--- src/design/cpuCore_settings.svh ---
`ifndef CPU_CORE_SETTINGS_SVH
`define CPU_CORE_SETTINGS_SVH

// data path and instruction word width
`define CPU_WORD_W 16

// memory is word addressed
`define CPU_ADDR_W 9

// general purpose registers R0..R7
// fixes the 3-bit register fields
`define CPU_NUM_REGS 8

// words behind the bus, 2**CPU_ADDR_W
`define CPU_MEM_DEPTH 512

`endif

--- src/design/cpuCorePkg.sv ---
`include "cpuCore_settings.svh"

package cpuCorePkg;

    // basic widths
    typedef logic [`CPU_WORD_W-1:0] wordT;
    typedef logic [`CPU_ADDR_W-1:0] addrT;
    typedef logic [$clog2(`CPU_NUM_REGS)-1:0] regNumT;

    // instruction class, bits 15..13
    // 000 and 010 are not decoded
    typedef enum logic [2:0] {
        opcBranch = 3'b001,
        opcLdr    = 3'b011,
        opcStr    = 3'b100,
        opcAlu    = 3'b101,
        opcMov    = 3'b110,
        opcHalt   = 3'b111
    } opcodeT;

    // op field, bits 12..11
    typedef enum logic [1:0] {
        aluAdd = 2'b00,
        aluCmp = 2'b01,
        aluAnd = 2'b10,
        aluMvn = 2'b11
    } aluOpT;

    // shifter on the B operand
    typedef enum logic [1:0] {
        shNone = 2'b00,
        shLsl  = 2'b01,
        shLsr  = 2'b10,
        shAsr  = 2'b11
    } shiftT;

    // branch condition, sits in the Rn field
    typedef enum logic [2:0] {
        condAl = 3'b000,
        condEq = 3'b001,
        condNe = 3'b010,
        condLt = 3'b011,
        condLe = 3'b100
    } condT;

    // which instruction field names the register
    typedef enum logic [1:0] {
        selRn,
        selRd,
        selRm
    } regSelT;

    // register file write source
    typedef enum logic [1:0] {
        wbC,
        wbImm8,
        wbMem
    } wbSelT;

    // memory bus command
    typedef enum logic [1:0] {
        memNone  = 2'b00,
        memWrite = 2'b01,
        memRead  = 2'b10
    } memCmdT;

    // one state per instruction step
    typedef enum logic [4:0] {
        stReset,
        stIf1,
        stIf2,
        stUpdPc,
        stDecode,
        stMovImm,
        stMovB,
        stMovOp,
        stLoadA,
        stLoadB,
        stAluOp,
        stWriteC,
        stMemSum,
        stMemAddr,
        stLdrRd1,
        stLdrRd2,
        stLdrWr,
        stStrB,
        stStrCopy,
        stStrWr,
        stBranch,
        stHalt
    } ctrlStateT;

endpackage

--- src/design/instrDecoder.sv ---
`include "cpuCore_settings.svh"

module instrDecoder import cpuCorePkg::*; (
    input  logic        clk,
    input  logic        arstN,
    input  wordT        readData,
    input  logic        loadIr,
    input  regSelT      regSel,
    output opcodeT      opcode,
    output aluOpT       op,
    output shiftT       shift,
    output condT        cond,
    output regNumT      readNum,
    output regNumT      writeNum,
    output wordT        sxImm5,
    output wordT        sxImm8,
    output logic [7:0]  imm8
);

    wordT   ir;
    regNumT regNum;

    // instruction register, fetched word lands here on loadIr
    always_ff @(posedge clk) begin
        if (loadIr) begin
            ir <= readData;
        end
    end

    // fixed field positions
    assign opcode = opcodeT'(ir[15:13]);
    assign op     = aluOpT'(ir[12:11]);
    // Rn doubles as the branch condition
    assign cond   = condT'(ir[10:8]);
    assign imm8   = ir[7:0];

    // STR reuses bits 4..3 as offset, so the stored register passes unshifted
    assign shift = (opcode == opcStr) ? shNone : shiftT'(ir[4:3]);

    // register number for both the read and the write port
    always_comb begin
        case (regSel)
            selRn:   regNum = ir[10:8];
            selRm:   regNum = ir[2:0];
            default: regNum = ir[7:5];
        endcase
    end

    assign readNum  = regNum;
    assign writeNum = regNum;

    // sign extension
    assign sxImm8 = {{(`CPU_WORD_W-8){ir[7]}}, ir[7:0]};
    assign sxImm5 = {{(`CPU_WORD_W-5){ir[4]}}, ir[4:0]};

    // controller always names a register field
    regSelKnown: assert property (@(posedge clk) disable iff (!arstN)
        !$isunknown(regSel));

endmodule

--- src/design/controlFsm.sv ---
module controlFsm import cpuCorePkg::*; (
    input  logic    clk,
    input  logic    arstN,
    input  opcodeT  opcode,
    input  aluOpT   op,
    output logic    loadIr,
    output regSelT  regSel,
    output logic    loadA,
    output logic    loadB,
    output logic    loadC,
    output logic    loadStatus,
    output logic    aSel,
    output logic    bSel,
    output wbSelT   wbSel,
    output logic    regWrite,
    output logic    loadPc,
    output logic    clearPc,
    output logic    loadAddr,
    output logic    addrSel,
    output memCmdT  memCmd,
    output logic    halted
);

    ctrlStateT state;
    ctrlStateT nextState;

    always_ff @(posedge clk or negedge arstN) begin
        if (!arstN) begin
            state <= stReset;
        end else begin
            state <= nextState;
        end
    end

    // next state and outputs from one table
    always_comb begin
        nextState  = stReset;
        loadIr     = 1'b0;
        regSel     = selRd;
        loadA      = 1'b0;
        loadB      = 1'b0;
        loadC      = 1'b0;
        loadStatus = 1'b0;
        aSel       = 1'b0;
        bSel       = 1'b0;
        wbSel      = wbC;
        regWrite   = 1'b0;
        loadPc     = 1'b0;
        clearPc    = 1'b0;
        loadAddr   = 1'b0;
        // data address unless a fetch step says otherwise
        addrSel    = 1'b0;
        memCmd     = memNone;
        halted     = 1'b0;
        case (state)
            // first fetch starts at address 0
            stReset: begin
                clearPc   = 1'b1;
                nextState = stIf1;
            end
            // fetch: address out
            stIf1: begin
                addrSel   = 1'b1;
                memCmd    = memRead;
                nextState = stIf2;
            end
            // fetch: latch instruction
            stIf2: begin
                addrSel   = 1'b1;
                memCmd    = memRead;
                loadIr    = 1'b1;
                nextState = stUpdPc;
            end
            // PC steps by one while it is the address source
            stUpdPc: begin
                addrSel   = 1'b1;
                loadPc    = 1'b1;
                nextState = stDecode;
            end
            stDecode: begin
                case (opcode)
                    // MOV: op 10 immediate, op 00 register
                    opcMov: begin
                        if (op == 2'b10) begin
                            nextState = stMovImm;
                        end else if (op == 2'b00) begin
                            nextState = stMovB;
                        end else begin
                            nextState = stIf1;
                        end
                    end
                    opcAlu:    nextState = stLoadA;
                    opcLdr:    nextState = (op == 2'b00) ? stLoadA : stIf1;
                    opcStr:    nextState = (op == 2'b00) ? stLoadA : stIf1;
                    opcBranch: nextState = (op == 2'b00) ? stBranch : stIf1;
                    opcHalt:   nextState = stHalt;
                    default:   nextState = stIf1;
                endcase
            end
            // Rn <- sign-extended imm8
            stMovImm: begin
                regSel    = selRn;
                wbSel     = wbImm8;
                regWrite  = 1'b1;
                nextState = stIf1;
            end
            stMovB: begin
                regSel    = selRm;
                loadB     = 1'b1;
                nextState = stMovOp;
            end
            // zero plus shifted Rm, op 00 is ADD
            stMovOp: begin
                aSel      = 1'b1;
                loadC     = 1'b1;
                nextState = stWriteC;
            end
            // base or first operand, shared by ALU and memory ops
            stLoadA: begin
                regSel    = selRn;
                loadA     = 1'b1;
                nextState = (opcode == opcAlu) ? stLoadB : stMemSum;
            end
            stLoadB: begin
                regSel    = selRm;
                loadB     = 1'b1;
                nextState = stAluOp;
            end
            // flags follow every ALU op, CMP stops here
            stAluOp: begin
                loadC      = 1'b1;
                loadStatus = 1'b1;
                nextState  = (op == aluCmp) ? stIf1 : stWriteC;
            end
            stWriteC: begin
                regSel    = selRd;
                wbSel     = wbC;
                regWrite  = 1'b1;
                nextState = stIf1;
            end
            // Rn + sxImm5
            stMemSum: begin
                bSel      = 1'b1;
                loadC     = 1'b1;
                nextState = stMemAddr;
            end
            stMemAddr: begin
                loadAddr  = 1'b1;
                nextState = (opcode == opcLdr) ? stLdrRd1 : stStrB;
            end
            stLdrRd1: begin
                memCmd    = memRead;
                nextState = stLdrRd2;
            end
            stLdrRd2: begin
                memCmd    = memRead;
                nextState = stLdrWr;
            end
            // memory word into Rd
            stLdrWr: begin
                memCmd    = memRead;
                regSel    = selRd;
                wbSel     = wbMem;
                regWrite  = 1'b1;
                nextState = stIf1;
            end
            stStrB: begin
                regSel    = selRd;
                loadB     = 1'b1;
                nextState = stStrCopy;
            end
            // C <- Rd, which drives writeData
            stStrCopy: begin
                aSel      = 1'b1;
                loadC     = 1'b1;
                nextState = stStrWr;
            end
            stStrWr: begin
                memCmd    = memWrite;
                nextState = stIf1;
            end
            // addrSel low, so pcUnit applies the branch target
            stBranch: begin
                loadPc    = 1'b1;
                nextState = stIf1;
            end
            // parked until reset
            stHalt: begin
                halted    = 1'b1;
                nextState = stHalt;
            end
            default: nextState = stReset;
        endcase
    end

    stateKnown: assert property (@(posedge clk) disable iff (!arstN)
        !$isunknown(state));

endmodule

--- src/design/datapath.sv ---
`include "cpuCore_settings.svh"

module datapath import cpuCorePkg::*; (
    input  logic    clk,
    input  logic    arstN,
    input  regNumT  readNum,
    input  regNumT  writeNum,
    input  logic    regWrite,
    input  wbSelT   wbSel,
    input  wordT    sxImm8,
    input  wordT    sxImm5,
    input  wordT    readData,
    input  logic    loadA,
    input  logic    loadB,
    input  logic    loadC,
    input  logic    loadStatus,
    input  logic    aSel,
    input  logic    bSel,
    input  shiftT   shift,
    input  aluOpT   op,
    output wordT    result,
    output logic    flagZ,
    output logic    flagN,
    output logic    flagV
);

    localparam int MSB = `CPU_WORD_W - 1;

    wordT regFile [`CPU_NUM_REGS];
    wordT wbData;
    wordT aReg;
    wordT bReg;
    wordT cReg;
    wordT aIn;
    wordT bShifted;
    wordT bIn;
    wordT aluOut;
    logic aluV;

    // write-back source
    always_comb begin
        case (wbSel)
            wbImm8:  wbData = sxImm8;
            wbMem:   wbData = readData;
            default: wbData = cReg;
        endcase
    end

    always_ff @(posedge clk) begin
        if (regWrite) begin
            regFile[writeNum] <= wbData;
        end
    end

    // operand and result registers
    always_ff @(posedge clk) begin
        if (loadA) begin
            aReg <= regFile[readNum];
        end
        if (loadB) begin
            bReg <= regFile[readNum];
        end
        if (loadC) begin
            cReg <= aluOut;
        end
    end

    // shifter on B only
    always_comb begin
        case (shift)
            shLsl:   bShifted = {bReg[MSB-1:0], 1'b0};
            shLsr:   bShifted = {1'b0, bReg[MSB:1]};
            shAsr:   bShifted = {bReg[MSB], bReg[MSB:1]};
            default: bShifted = bReg;
        endcase
    end

    // aSel zeroes A for moves, bSel picks the offset
    assign aIn = aSel ? '0 : aReg;
    assign bIn = bSel ? sxImm5 : bShifted;

    always_comb begin
        aluV = 1'b0;
        case (op)
            aluAdd: begin
                aluOut = aIn + bIn;
                // same-sign inputs, result sign flipped
                aluV   = (aIn[MSB] == bIn[MSB]) && (aluOut[MSB] != aIn[MSB]);
            end
            aluCmp: begin
                aluOut = aIn - bIn;
                // opposite-sign inputs, result sign differs from A
                aluV   = (aIn[MSB] != bIn[MSB]) && (aluOut[MSB] != aIn[MSB]);
            end
            aluAnd:  aluOut = aIn & bIn;
            default: aluOut = ~bIn;
        endcase
    end

    // status register Z N V
    always_ff @(posedge clk or negedge arstN) begin
        if (!arstN) begin
            flagZ <= 1'b0;
            flagN <= 1'b0;
            flagV <= 1'b0;
        end else if (loadStatus) begin
            flagZ <= (aluOut == '0);
            flagN <= aluOut[MSB];
            flagV <= aluV;
        end
    end

    // C is both the store data and the address source
    assign result = cReg;

    // a write must carry fully driven data from C, imm8 or memory
    wbDataKnown: assert property (@(posedge clk) disable iff (!arstN)
        regWrite |-> !$isunknown(wbData));

endmodule

--- src/design/pcUnit.sv ---
`include "cpuCore_settings.svh"

module pcUnit import cpuCorePkg::*; (
    input  logic        clk,
    input  logic        arstN,
    input  logic        loadPc,
    input  logic        clearPc,
    input  logic        loadAddr,
    input  logic        addrSel,
    input  opcodeT      opcode,
    input  condT        cond,
    input  logic [7:0]  imm8,
    input  wordT        result,
    input  logic        flagZ,
    input  logic        flagN,
    input  logic        flagV,
    output addrT        memAddr
);

    addrT pc;
    addrT nextPc;
    addrT dataAddr;
    addrT branchOffset;
    logic taken;

    assign branchOffset = {{(`CPU_ADDR_W-8){imm8[7]}}, imm8};

    // condition check on the latched flags
    always_comb begin
        case (cond)
            condAl:  taken = 1'b1;
            condEq:  taken = flagZ;
            condNe:  taken = !flagZ;
            condLt:  taken = flagN ^ flagV;
            condLe:  taken = (flagN ^ flagV) | flagZ;
            default: taken = 1'b0;
        endcase
    end

    // addrSel high marks the fetch increment
    // otherwise PC already points past the branch
    always_comb begin
        if (addrSel) begin
            nextPc = pc + 1'b1;
        end else if (opcode == opcBranch && taken) begin
            nextPc = pc + branchOffset;
        end else begin
            nextPc = pc;
        end
    end

    always_ff @(posedge clk or negedge arstN) begin
        if (!arstN) begin
            pc <= '0;
        end else if (clearPc) begin
            pc <= '0;
        end else if (loadPc) begin
            pc <= nextPc;
        end
    end

    // data address from the low bits of C
    always_ff @(posedge clk or negedge arstN) begin
        if (!arstN) begin
            dataAddr <= '0;
        end else if (loadAddr) begin
            dataAddr <= result[`CPU_ADDR_W-1:0];
        end
    end

    assign memAddr = addrSel ? pc : dataAddr;

    // base plus offset must land inside memory, no bits lost in truncation
    dataAddrRange: assert property (@(posedge clk) disable iff (!arstN)
        loadAddr |-> $unsigned(result) < `CPU_MEM_DEPTH);

endmodule

--- src/design/cpuCore.sv ---
module cpuCore import cpuCorePkg::*; (
    input  logic    clk,
    input  logic    arstN,
    input  wordT    readData,
    output memCmdT  memCmd,
    output addrT    memAddr,
    output wordT    writeData,
    output logic    halted
);

    // controller to the rest
    logic   loadIr;
    regSelT regSel;
    logic   loadA;
    logic   loadB;
    logic   loadC;
    logic   loadStatus;
    logic   aSel;
    logic   bSel;
    wbSelT  wbSel;
    logic   regWrite;
    logic   loadPc;
    logic   clearPc;
    logic   loadAddr;
    logic   addrSel;

    // decoded fields
    opcodeT     opcode;
    aluOpT      op;
    shiftT      shift;
    condT       cond;
    regNumT     readNum;
    regNumT     writeNum;
    wordT       sxImm5;
    wordT       sxImm8;
    logic [7:0] imm8;

    // status flags
    logic flagZ;
    logic flagN;
    logic flagV;

    instrDecoder instrDecoder_i (
        .clk      (clk),
        .arstN    (arstN),
        .readData (readData),
        .loadIr   (loadIr),
        .regSel   (regSel),
        .opcode   (opcode),
        .op       (op),
        .shift    (shift),
        .cond     (cond),
        .readNum  (readNum),
        .writeNum (writeNum),
        .sxImm5   (sxImm5),
        .sxImm8   (sxImm8),
        .imm8     (imm8)
    );

    controlFsm controlFsm_i (
        .clk        (clk),
        .arstN      (arstN),
        .opcode     (opcode),
        .op         (op),
        .loadIr     (loadIr),
        .regSel     (regSel),
        .loadA      (loadA),
        .loadB      (loadB),
        .loadC      (loadC),
        .loadStatus (loadStatus),
        .aSel       (aSel),
        .bSel       (bSel),
        .wbSel      (wbSel),
        .regWrite   (regWrite),
        .loadPc     (loadPc),
        .clearPc    (clearPc),
        .loadAddr   (loadAddr),
        .addrSel    (addrSel),
        .memCmd     (memCmd),
        .halted     (halted)
    );

    // C register drives both the store data and the address path
    datapath datapath_i (
        .clk        (clk),
        .arstN      (arstN),
        .readNum    (readNum),
        .writeNum   (writeNum),
        .regWrite   (regWrite),
        .wbSel      (wbSel),
        .sxImm8     (sxImm8),
        .sxImm5     (sxImm5),
        .readData   (readData),
        .loadA      (loadA),
        .loadB      (loadB),
        .loadC      (loadC),
        .loadStatus (loadStatus),
        .aSel       (aSel),
        .bSel       (bSel),
        .shift      (shift),
        .op         (op),
        .result     (writeData),
        .flagZ      (flagZ),
        .flagN      (flagN),
        .flagV      (flagV)
    );

    pcUnit pcUnit_i (
        .clk      (clk),
        .arstN    (arstN),
        .loadPc   (loadPc),
        .clearPc  (clearPc),
        .loadAddr (loadAddr),
        .addrSel  (addrSel),
        .opcode   (opcode),
        .cond     (cond),
        .imm8     (imm8),
        .result   (writeData),
        .flagZ    (flagZ),
        .flagN    (flagN),
        .flagV    (flagV),
        .memAddr  (memAddr)
    );

endmodule

--- config.mk ---
export PLATFORM = sky130hd
export DESIGN_NAME = cpuCore
export DESIGN_NICKNAME = d
export VERILOG_FILES = /design/src/design/cpuCorePkg.sv /design/src/design/instrDecoder.sv /design/src/design/controlFsm.sv /design/src/design/datapath.sv /design/src/design/pcUnit.sv /design/src/design/cpuCore.sv
export VERILOG_INCLUDE_DIRS = /design/src /design/src/design
export SDC_FILE = /design/constraint.sdc
export NUM_CORES = 1
export LEC_CHECK = 0
export BUFFER_PORTS_ARGS = -buffer_cell sky130_fd_sc_hd__buf_2
export CORE_MARGIN = 10
export CORE_UTILIZATION = 28
export DETAILED_ROUTE_END_ITERATION = 7
export PLACE_DENSITY = 0.41
export SETUP_SLACK_MARGIN = 0.05
export SLEW_MARGIN = 40
export SYNTH_ARGS = -nofsm -noshare
export SYNTH_HDL_FRONTEND = slang
export SYNTH_SLANG_ARGS = --single-unit
export TNS_END_PERCENT = 50
--- constraint.sdc ---
create_clock -name clk -period 4.33 [get_ports clk]
set_clock_uncertainty 0.2 [all_clocks]
set_input_delay 0.2165 -clock clk [delete_from_list [all_inputs] [get_ports clk]]
set_output_delay 0.2165 -clock clk [all_outputs]
set_load 0.01 [all_outputs]
==> flow_metrics.tcl, run 1 <==
set metrics [dict create \
    cts_buffer_depth 3 \
    fin_crit_ns 4.13 \
    hpwl_um 29000 \
    slew_headroom 0.510 \
    gp_congestion 0.841 \
    syn_area_per_cell_um2 10.3 \
    fin_ws_ns 0.195 \
    cts.sinks 218 \
    worst_pin_slew_ns 0.735 \
    initial_core_util 0.283 \
    hold_viol 0 \
    htree_levels 1 \
    post_drt_via_cell_ratio 5.05 \
    path_max_fanout 8 \
    combPwrFrac 0.525 \
    num_vias 9412 \
    p_leak_nw 5.79 \
    syn-cell-area_mm2 0.0118 \
    regArea_mm2 0.00642 \
    switching_share 0.418 \
    drt_iter0_markers 657 \
    layout_common_cells "nand2_1, edfxtp_1, buf_4" \
    post-route-drc-count 0 \
    first_global_vias 9216 \
    synth_seq_cells 218 \
    die_w_um 226 \
    rrSetupSlack_ns 0.20 \
    fin_crit_sh 0.955 \
    grt_overflow_total 0 \
    cap_violations 0 \
    dieHeight_um 226 \
    dieArea_mm2 0.0509 \
    hold_path.class "input pin to asynchronous set/reset pin" \
    cts_inserted_buffers 26 \
    drive_gt1_frac 0.236 \
    outcome "complete, no violations" \
    p_switching_mw 4.84 \
    synth-async-reset-ratio 0.119 \
    final_common_cell "nand2_1" \
    port_buffers 45 \
    detail_route.wirelength_um 39200 \
    antenna_found_initial 0 \
    cts-root-buf "clkbuf_16" \
    worstSetupEndpointType "register" \
    clk_latency_ns 0.57 \
    fmax_ghz 0.242 \
    placementRows 75 \
    seq_power_share 0.275 \
    io_pins 46 \
    cp-start-kind "register" \
    nets 1365 \
    core_mm2 0.0419 \
    yosysSeqAreaShare 0.542 \
    internal-power_mw 6.75 \
    fillCellCount 4213 \
    max-vdd-ir-drop_v 0.000316 \
    grt_max_degree 39 \
    grtUsageTotal 0.152 \
    syn_inst 1151 \
    multiInputGateArea_mm2 0.00534 \
    cts_tree "built" \
    synth_edf_count 192 \
    dp_cells 1787 \
    syn_nets 1211 \
    drv_slew 0 \
    grt_pass1_wl_um 58900 \
    clkTransAtPathRegs_ns 0.06 \
    clkPwrFrac 0.200 \
    synth_top_flop_cell "edfxtp_1" \
    p_per_area_mw_per_mm2 774 \
    critical_path_required_ns 4.61 \
    firstDrtPassIters 5 \
    post-place-ws_ns -0.0680 \
    antenna_left 0 \
    tns_ns 0 \
    syn_to_final_growth_pct 26.6 \
    rsz0062_at_grt "true" \
    arrival_ns 4.41 \
    yosysWarnings 0 \
    fin_cells 1864 \
    setup_violations 0 \
    critical_path_class "register to register" \
    ys_types 71 \
    antenna_cells 0 \
    wl_per_cell_um 21.0 \
]
[flip-flops by register name, summed over array words and instances, names as in the netlist, 5 cells and up]
name and flops:
controlFsm_i.state 5, datapath_i.aReg 16, datapath_i.bReg 16, datapath_i.regFile 128, datapath_i.result 16, instrDecoder_i.ir 16
pcUnit_i.dataAddr 9, pcUnit_i.pc 9
[cell usage after synthesis (9+ instances only)]
cell type | instances | area share
a21o_1 | 9 | 0.0057
a21oi_1 | 71 | 0.030
a221o_1 | 12 | 0.010
a22o_1 | 11 | 0.0081
and2_1 | 23 | 0.012
buf_2 | 19 | 0.0080
clkbuf_1 | 39 | 0.012
dfrtp_1 | 26 | 0.055
edfxtp_1 | 192 | 0.49
ha_1 | 39 | 0.041
inv_1 | 49 | 0.016
mux2_2 | 18 | 0.017
nand2_1 | 203 | 0.064
nand3_1 | 90 | 0.038
nor2_1 | 68 | 0.022
nor3_1 | 23 | 0.0097
o21a_1 | 11 | 0.0070
o21ai_0 | 49 | 0.021
o21bai_1 | 11 | 0.0070
o22ai_1 | 15 | 0.0079
or3_1 | 9 | 0.0048
xnor2_1 | 14 | 0.010
[timing repair]
| item | in CTS | in global routing |
|---|---|---|
| buffers inserted | 0 | 11 |
| hold endpoints to repair | 42 | 0 |
| hold buffers | 17 | 0 |
| resized for setup | 7 | 58 |
| gates cloned | 0 | 1 |
| endpoints found under the setup margin | 3 | 8 |
| pin swaps | 1 | 23 |
[final cells by class]
class,count,area share
clock buffer,35,0.0457
clock inverter,13,0.0143
inverter,51,0.0128
multi-input combinational,819,0.357
sequential,218,0.429
tap,539,0.0450
timing repair buffer,189,0.0970
[metal layers]
layer  track usage  share of wire
met1         0.212           0.47
met3        0.0249          0.049
met2         0.238           0.46
met4        0.0447          0.026
met5             0              0
[power groups by stage]
stage / Sequential [mW] / Clock (mW) / Combinational [mW]
after floorplan: 3.13 / 0 / 3.43
after global placement: 3.22 / 0 / 5.77
after detailed placement: 3.22 / 0 / 5.76
after CTS: 3.18 / 2.38 / 5.81
after global routing: 3.22 / 2.46 / 6.71
final: 3.18 / 2.32 / 6.09
[final timing paths]
kind	startpoint	to	cells past startpoint
worst max register to register	instrDecoder_i.ir[14]	datapath_i.flagZ	16
worst min-delay path	arstN	pcUnit_i.dataAddr[7]	2
worst max-delay path	instrDecoder_i.ir[14]	datapath_i.flagZ	16
max in group asynchronous	arstN	datapath_i.flagV	2
min in group clk	readData[12]	instrDecoder_i.ir[12]	2
worst min register to register	pcUnit_i.dataAddr[1]	pcUnit_i.dataAddr[1]	1
[critical path, stage by stage (launching register included)]
cell and delay [ns]:
edfxtp_1 0.41, or3b_4 0.51, o221ai_2 0.19, o21a_1 0.17, inv_1 0.07, buf_4 0.14
fa_2 0.41, o21bai_4 0.17, a221oi_2 0.08, o21bai_1 0.20, a41o_1 0.22, nor2_1 0.06
or3_1 0.31, a31o_2 0.28, nor4_4 0.28, o2111ai_2 0.16, o31ai_2 0.18
[logic make-up (layout without fill, tap and decap cells)]
logic type               after synthesis  in the layout  share of synthesized area
XOR/XNOR                              20             20                     0.0148
AO/OA/AOI/OAI                        277            277                      0.160
multiplexers                          22             22                     0.0205
buffers and inverters                115            288                     0.0391
adder cells (fa/ha/maj)               42             42                     0.0463
AND/OR/NAND/NOR                      457            458                      0.177
flip-flops                           218            218                      0.542
[per-stage QoR]
| stage | hold WS [ns] | cell area, µm² | utilization | power, mW |
|---|---|---|---|---|
| floorplan | -0.279 | 11800 | - | 6.57 |
| global placement | 0.0900 | 13500 | 0.323 | 9.00 |
| detailed placement | 0.0912 | 13500 | 0.323 | 8.98 |
| CTS | 0.0140 | 14600 | 0.349 | 11.4 |
| global route | 0.0782 | 15000 | 0.358 | 12.4 |
| finish | 0.0221 | 15000 | 0.358 | 11.6 |
(Power assumes the default switching activity.)
==> run 2: changes to the inputs <==
==> constraint.sdc (replaced) <==
create_clock -name clk -period 4.33 [get_ports clk]
set_clock_uncertainty 0.2 [all_clocks]
set_input_delay 0.866 -clock clk [delete_from_list [all_inputs] [get_ports clk]]
set_output_delay 0.866 -clock clk [all_outputs]
set_load 0.01 [all_outputs]
==> run 2 against run 1 <==
  * Wire length is 0.44% lower
  * Clock-buffer cell count fell by 3
  * Critical endpoint is now datapath_i.flagN
  * Core utilization down 0.46 points
  * Non-clock buffer count is 12 lower
  * Via count is essentially flat
  * Final area fell by 1.3%
  * Register-to-register slack lost 0.02 ns
  * Worst setup slack worse by 0.020 ns
  * Power fell by 1.6%
  * Flip-flop and latch count stayed put
==> flow_metrics.tcl, run 2 (same netlist as run 1, synthesis figures left out) <==
set metrics [dict create \
    outcome "complete, no violations" \
    antenna_left 0 \
    slew_headroom 0.505 \
    largest_register_ffs 128 \
    critical_path.max_stage_delay_ns 0.50 \
    dp_cells 1787 \
    hold_path.class "input pin to asynchronous set/reset pin" \
    postLayoutCellArea_mm2 0.0148 \
    cts_buffer_depth 3 \
    crit_start "instrDecoder_i.ir[14]" \
    internal-power_mw 6.59 \
    cp-start-kind "register" \
    max-vdd-ir-drop_v 0.000303 \
    post-place-ws_ns -0.0681 \
    fmax_ghz 0.241 \
    p_switching_mw 4.82 \
    htree_levels 1 \
    p_leak_nw 5.71 \
    drive_gt1_frac 0.248 \
    dieHeight_um 226 \
    critical_path_class "register to register" \
    post_drt_via_cell_ratio 5.08 \
    fillCellCount 4233 \
    port_buffers 45 \
    setup_violations 0 \
    dieArea_mm2 0.0509 \
    nets 1353 \
    grt_util_met3 0.0278 \
    drv_slew 0 \
    holdBufCountCts 0 \
    slowest_stage "or3b_4" \
    worst_pin_slew_ns 0.742 \
    hold_viol 0 \
    first_global_vias 9070 \
    whs_ns 0.129 \
    initial_core_util 0.283 \
    rsz0062_at_grt "true" \
    clk_latency_ns 0.56 \
    grt_util_met1 0.209 \
    placementRows 75 \
    syn_to_final_growth_pct 25.0 \
    seq_power_share 0.280 \
    grt_busiest_layer "met2" \
    cts-root-buf "clkbuf_16" \
    firstDrtPassIters 5 \
    num_vias 9408 \
    fin_crit_sh 0.960 \
    path_max_fanout 7 \
    post-route-drc-count 0 \
    wl_per_cell_um 21.1 \
    die_w_um 226 \
    grt_pass1_wl_um 58300 \
    detail_route.wirelength_um 39000 \
    core_mm2 0.0419 \
    dpl-instance-area_mm2 0.0135 \
    met2_usage 0.239 \
    fin_crit_ns 4.16 \
    worstSetupEndpointType "register" \
    combPwrFrac 0.535 \
    critical_path_required_ns 4.63 \
    r2r_start "instrDecoder_i.ir[14]" \
    switching_share 0.422 \
    drt_iter0_markers 668 \
    fin_ws_ns 0.175 \
    antenna_cells 0 \
    grtUsageTotal 0.151 \
    cpMostUsedCell "o21a_1" \
    fin_cells 1851 \
    layout_common_cells "nand2_1, edfxtp_1, buf_4" \
    clkPwrFrac 0.185 \
    regMostFlops "datapath_i.regFile" \
    cts_tree "built" \
    final_common_cell "nand2_1" \
    io_pins 46 \
    cts.sinks 218 \
    hpwl_um 28900 \
    arrival_ns 4.45 \
    antenna_found_initial 1 \
    clkTransAtPathRegs_ns 0.06 \
    p_per_area_mw_per_mm2 772 \
    cts_inserted_buffers 26 \
    grt_overflow_total 0 \
    gp_congestion 0.852 \
    worstPathCellList "or3b_4, a31oi_4, o221ai_2, o21a_1, inv_2, ha_4, o21bai_1, o211ai_1, a211oi_2, buf_4, a211oi_4, o31ai_2, a311oi_2, and2_4, o21a_1, o31ai_4, mux2_4" \
    grt_max_degree 39 \
    cap_violations 0 \
]
==> run 2: cell count changes in the layout (fill, tap and decap cells not counted), moves of 3 or more <==
cell           delta
clkbuf_1          -3
o21ai_2           +3
clkinv_2          +3
buf_4             +6
ha_1              -4
dlygate4sd3_1    -17
bufinv_16         -3
==> run 2: timing repair <==
| item | in CTS | in global routing |
|---|---|---|
| pin swaps | 2 | 29 |
| endpoints found under the setup margin | 3 | 8 |
| gates cloned | 0 | 1 |
| buffers inserted | 1 | 15 |
| resized for setup | 5 | 68 |
| hold endpoints to repair | 0 | 0 |
==> run 2: critical path: cells and delay by family, from the launching register on <==
kind                     cells  cell delay [ns]
flip-flops                   1             0.40
buffers and inverters        2             0.25
AO/OA/AOI/OAI               11             2.15
AND/OR/NAND/NOR              2             0.70
multiplexers                 1             0.20
adder cells (fa/ha/maj)      1             0.21
==> run 2: worst paths after layout <==
kind	end	cells after the start	slack [ns]
setup / recovery	datapath_i.flagN	17	0.17
hold / removal	pcUnit_i.dataAddr[7]	1	0.13
setup reg to reg	datapath_i.flagN	17	0.17
hold reg to reg	pcUnit_i.dataAddr[4]	1	0.31
max in group asynchronous	datapath_i.flagV	1	3.37
min in group clk	instrDecoder_i.ir[11]	1	0.30
==> run 2: per-layer routing <==
layer	wire length, µm	part of all wire
met4	697	0.018
met3	2130	0.055
met5	0	0
met2	18100	0.46
met1	18100	0.46
==> run 2: area by class of cell <==
| cell class | instances | area, µm² | share of cell area |
|---|---|---|---|
| sequential | 218 | 6420 | 0.434 |
| multi-input combinational | 819 | 5360 | 0.363 |
| timing repair buffer | 177 | 1320 | 0.0891 |
| tap | 539 | 674 | 0.0456 |
| clock buffer | 32 | 673 | 0.0455 |
| inverter | 51 | 191 | 0.0130 |
| clock inverter | 15 | 148 | 0.00999 |
==> run 2: power by group through the flow <==
stage	Sequential [mW]	Combinational (mW)	Clock (mW)
global placement	3.22	5.77	0
global route	3.22	6.72	2.26
CTS	3.18	5.81	2.18
floorplan	3.13	3.43	0
detailed placement	3.22	5.76	0
finish	3.19	6.11	2.11
==> run 2: stage by stage <==
stage | util | power [mW] | TNS [ns]
6_report | 0.353 | 11.4 | 0
5_1_grt | 0.353 | 12.2 | -0.105
4_1_cts | 0.343 | 11.2 | 0
3_5_place_dp | 0.323 | 8.97 | -0.109
3_3_place_gp | 0.323 | 8.99 | -0.0417
2_1_floorplan | - | 6.57 | 0
==> run 3: changes to the inputs <==
Settings changed: ABC_AREA set to 1, PLACE_DENSITY 0.41 to 0.39.
Clock period 4.33 ns to 5.4 ns, I/O delays scaled along.
==> run 3 against run 2 <==
  * Die area rose by 2.8%
  * Combinational power fell by 35%
  * Wire length rose by 0.87%
  * Core utilization fell by 2.9 points
  * Non-clock buffer count fell by 118
  * Via count rose by 1.4%
  * First-iteration DRC count rose by 20%
  * Flip-flop and latch count did not move
  * Critical path depth rose by 8
  * Critical path type unchanged
  * Critical endpoint is now datapath_i.flagZ
==> flow_metrics.tcl, run 3 <==
set metrics [dict create \
    outcome "complete, no violations" \
    post-route-drc-count 0 \
    yosys-top-cells-area "edfxtp_1, nand2_1, inv_1" \
    syn_area_per_cell_um2 8.88 \
    setup_violations 0 \
    slew_headroom 0.413 \
    firstDrtPassIters 5 \
    drt_iter0_markers 802 \
    clk_latency_ns 0.57 \
    synth_top_flop_cell "edfxtp_1" \
    syn_to_final_growth_pct 14.7 \
    path_max_fanout 16 \
    initial_core_util 0.283 \
    slowest_stage "o22ai_2" \
    dpl-instance-area_mm2 0.0131 \
    grtUsageTotal 0.147 \
    syn_inst 1373 \
    synth.top_cells.by_count "nand2_1, edfxtp_1, inv_1, nor2_1, nand3_1" \
    final_common_cell "nand2_1" \
    clkPwrFrac 0.226 \
    wl_per_cell_um 19.5 \
    internal-power_mw 4.61 \
    num_vias 9536 \
    fillCellCount 4562 \
    syn_nets 1433 \
    synth-async-reset-ratio 0.119 \
    whs_ns 0.283 \
    combPwrFrac 0.476 \
    yosysSeqAreaShare 0.526 \
    tns_ns 0 \
    cts_resized 0 \
    grt_overflow_total 0 \
    antenna_left 0 \
    seq_power_share 0.298 \
    path_buf_inv 6 \
    cap_violations 0 \
    nets 1476 \
    crit_start "controlFsm_i.state[2]" \
    min_path_cells 2 \
    worstHoldStart "pcUnit_i.dataAddr[7]" \
    detail_route.wirelength_um 39400 \
    clkTransAtPathRegs_ns 0.06 \
    hold_viol 0 \
    critical_path.max_stage_delay_ns 0.59 \
    drv_slew 0 \
    cpLargestDelayFamily "simple AND/OR/NAND/NOR gates" \
    post_drt_via_cell_ratio 4.72 \
    yosysMostFrequentCell "nand2_1" \
    dieArea_mm2 0.0523 \
    yosysWarnings 0 \
    critical_path_required_ns 5.70 \
    rsz0062_at_grt "false" \
    holdBufCountCts 0 \
    grt_pass1_wl_um 59300 \
    r2r_start "controlFsm_i.state[2]" \
    syn-cell-area_mm2 0.0122 \
    cts.sinks 218 \
    grt_max_degree 65 \
    synth_edf_count 192 \
    max-vdd-ir-drop_v 0.000178 \
    htree_levels 1 \
    regMostFlops "datapath_i.regFile" \
    power_mw 8.35 \
    cts_buffer_depth 3 \
    antenna_found_initial 0 \
    cts-root-buf "clkbuf_16" \
    fin_crit_sh 0.766 \
    first_global_vias 9280 \
    postLayoutCellArea_mm2 0.0140 \
    cts_setup_buffers 0 \
    p_per_area_mw_per_mm2 597 \
    p_switching_mw 3.75 \
    rrSetupSlack_ns 1.26 \
    switching_share 0.449 \
    cpMostUsedCell "nand2_1" \
    antenna_cells 0 \
    worstSetupEndpointType "register" \
    worst_pin_slew_ns 0.872 \
    r2r-end "datapath_i.flagZ" \
    cp-start-kind "register" \
    synth_seq_cells 218 \
    layout_common_cells "nand2_1, edfxtp_1, inv_1" \
    fin_crit_ns 4.14 \
    min_to "pcUnit_i.dataAddr[7]" \
    hold_path.class "register to register" \
    hpwl_um 29200 \
    cts_inserted_buffers 27 \
    cts_tree "built" \
    drive_gt1_frac 0.118 \
    p_leak_nw 5.86 \
    arrival_ns 4.43 \
    port_buffers 45 \
    largest_register_ffs 128 \
    dieHeight_um 229 \
    core_mm2 0.0431 \
    fmax_ghz 0.242 \
    die_w_um 229 \
    ys_types 52 \
    io_pins 46 \
    synth_top_area_share 0.473 \
    finish.utilization 0.325 \
    synth_top_area_cell "edfxtp_1" \
    critical_path_class "register to register" \
    gp_congestion 0.895 \
    placementRows 76 \
    reg2reg_depth 25 \
]
-- run 3: kinds of logic after synthesis --
logic type,count (synthesis),synth area share
AND/OR/NAND/NOR,664,0.240
buffers and inverters,240,0.0807
flip-flops,218,0.526
AO/OA/AOI/OAI,201,0.102
adder cells (fa/ha/maj),42,0.0450
XOR/XNOR,7,0.00503
multiplexers,1,0.000924
-- run 3: worst max path at each step --
stage / to / slack (ns) / depth (start not counted)
6_report: datapath_i.flagZ / 1.26 / 25
5_1_grt: datapath_i.flagZ / 0.83 / 25
4_1_cts: datapath_i.flagZ / 1.30 / 20
3_5_place_dp: datapath_i.flagZ / 1.34 / 20
3_3_place_gp: datapath_i.flagZ / 1.08 / 20
2_1_floorplan: datapath_i.flagZ / 2.11 / 20
-- run 3: layout make-up --
| cell class | instances | area [µm²] | area share |
|---|---|---|---|
| multi-input combinational | 915 | 4850 | 0.347 |
| clock buffer | 33 | 708 | 0.0506 |
| timing repair buffer | 59 | 330 | 0.0236 |
| tap | 585 | 732 | 0.0523 |
| clock inverter | 16 | 213 | 0.0152 |
| inverter | 195 | 732 | 0.0523 |
| sequential | 218 | 6420 | 0.459 |
-- run 3: per-layer routing --
layer / up-vias / routed length (µm) / global-route usage
met1: 4590 / 18700 / 0.199
met4: 0 / 779 / 0.0348
met2: 176 / 18600 / 0.244
met5: - / 0 / 0
li1: 4713 / - / -
met3: 57 / 1310 / 0.0176
-- run 3: power groups by stage --
stage	logic [mW]	registers, mW	clock network, mW
after floorplan	2.78	2.46	0
after global placement	4.03	2.52	0
after detailed placement	3.99	2.52	0
after CTS	4.01	2.49	1.94
after global routing	4.46	2.51	2.00
final	3.98	2.49	1.89
-- run 3: metrics by stage --
stage          instances  setup slack (ns)
2_1_floorplan       1373              2.11
3_3_place_gp        1972              1.08
3_5_place_dp        1972              1.34
4_1_cts             2021              1.30
5_1_grt             2021             0.827
6_report            2021              1.26
-- run 3: tightest hold or removal path, cell delays in order (launching register included) --
cell	delay (ns)
dfrtp_1	0.34
nand2_1	0.05
o21ai_0	0.06
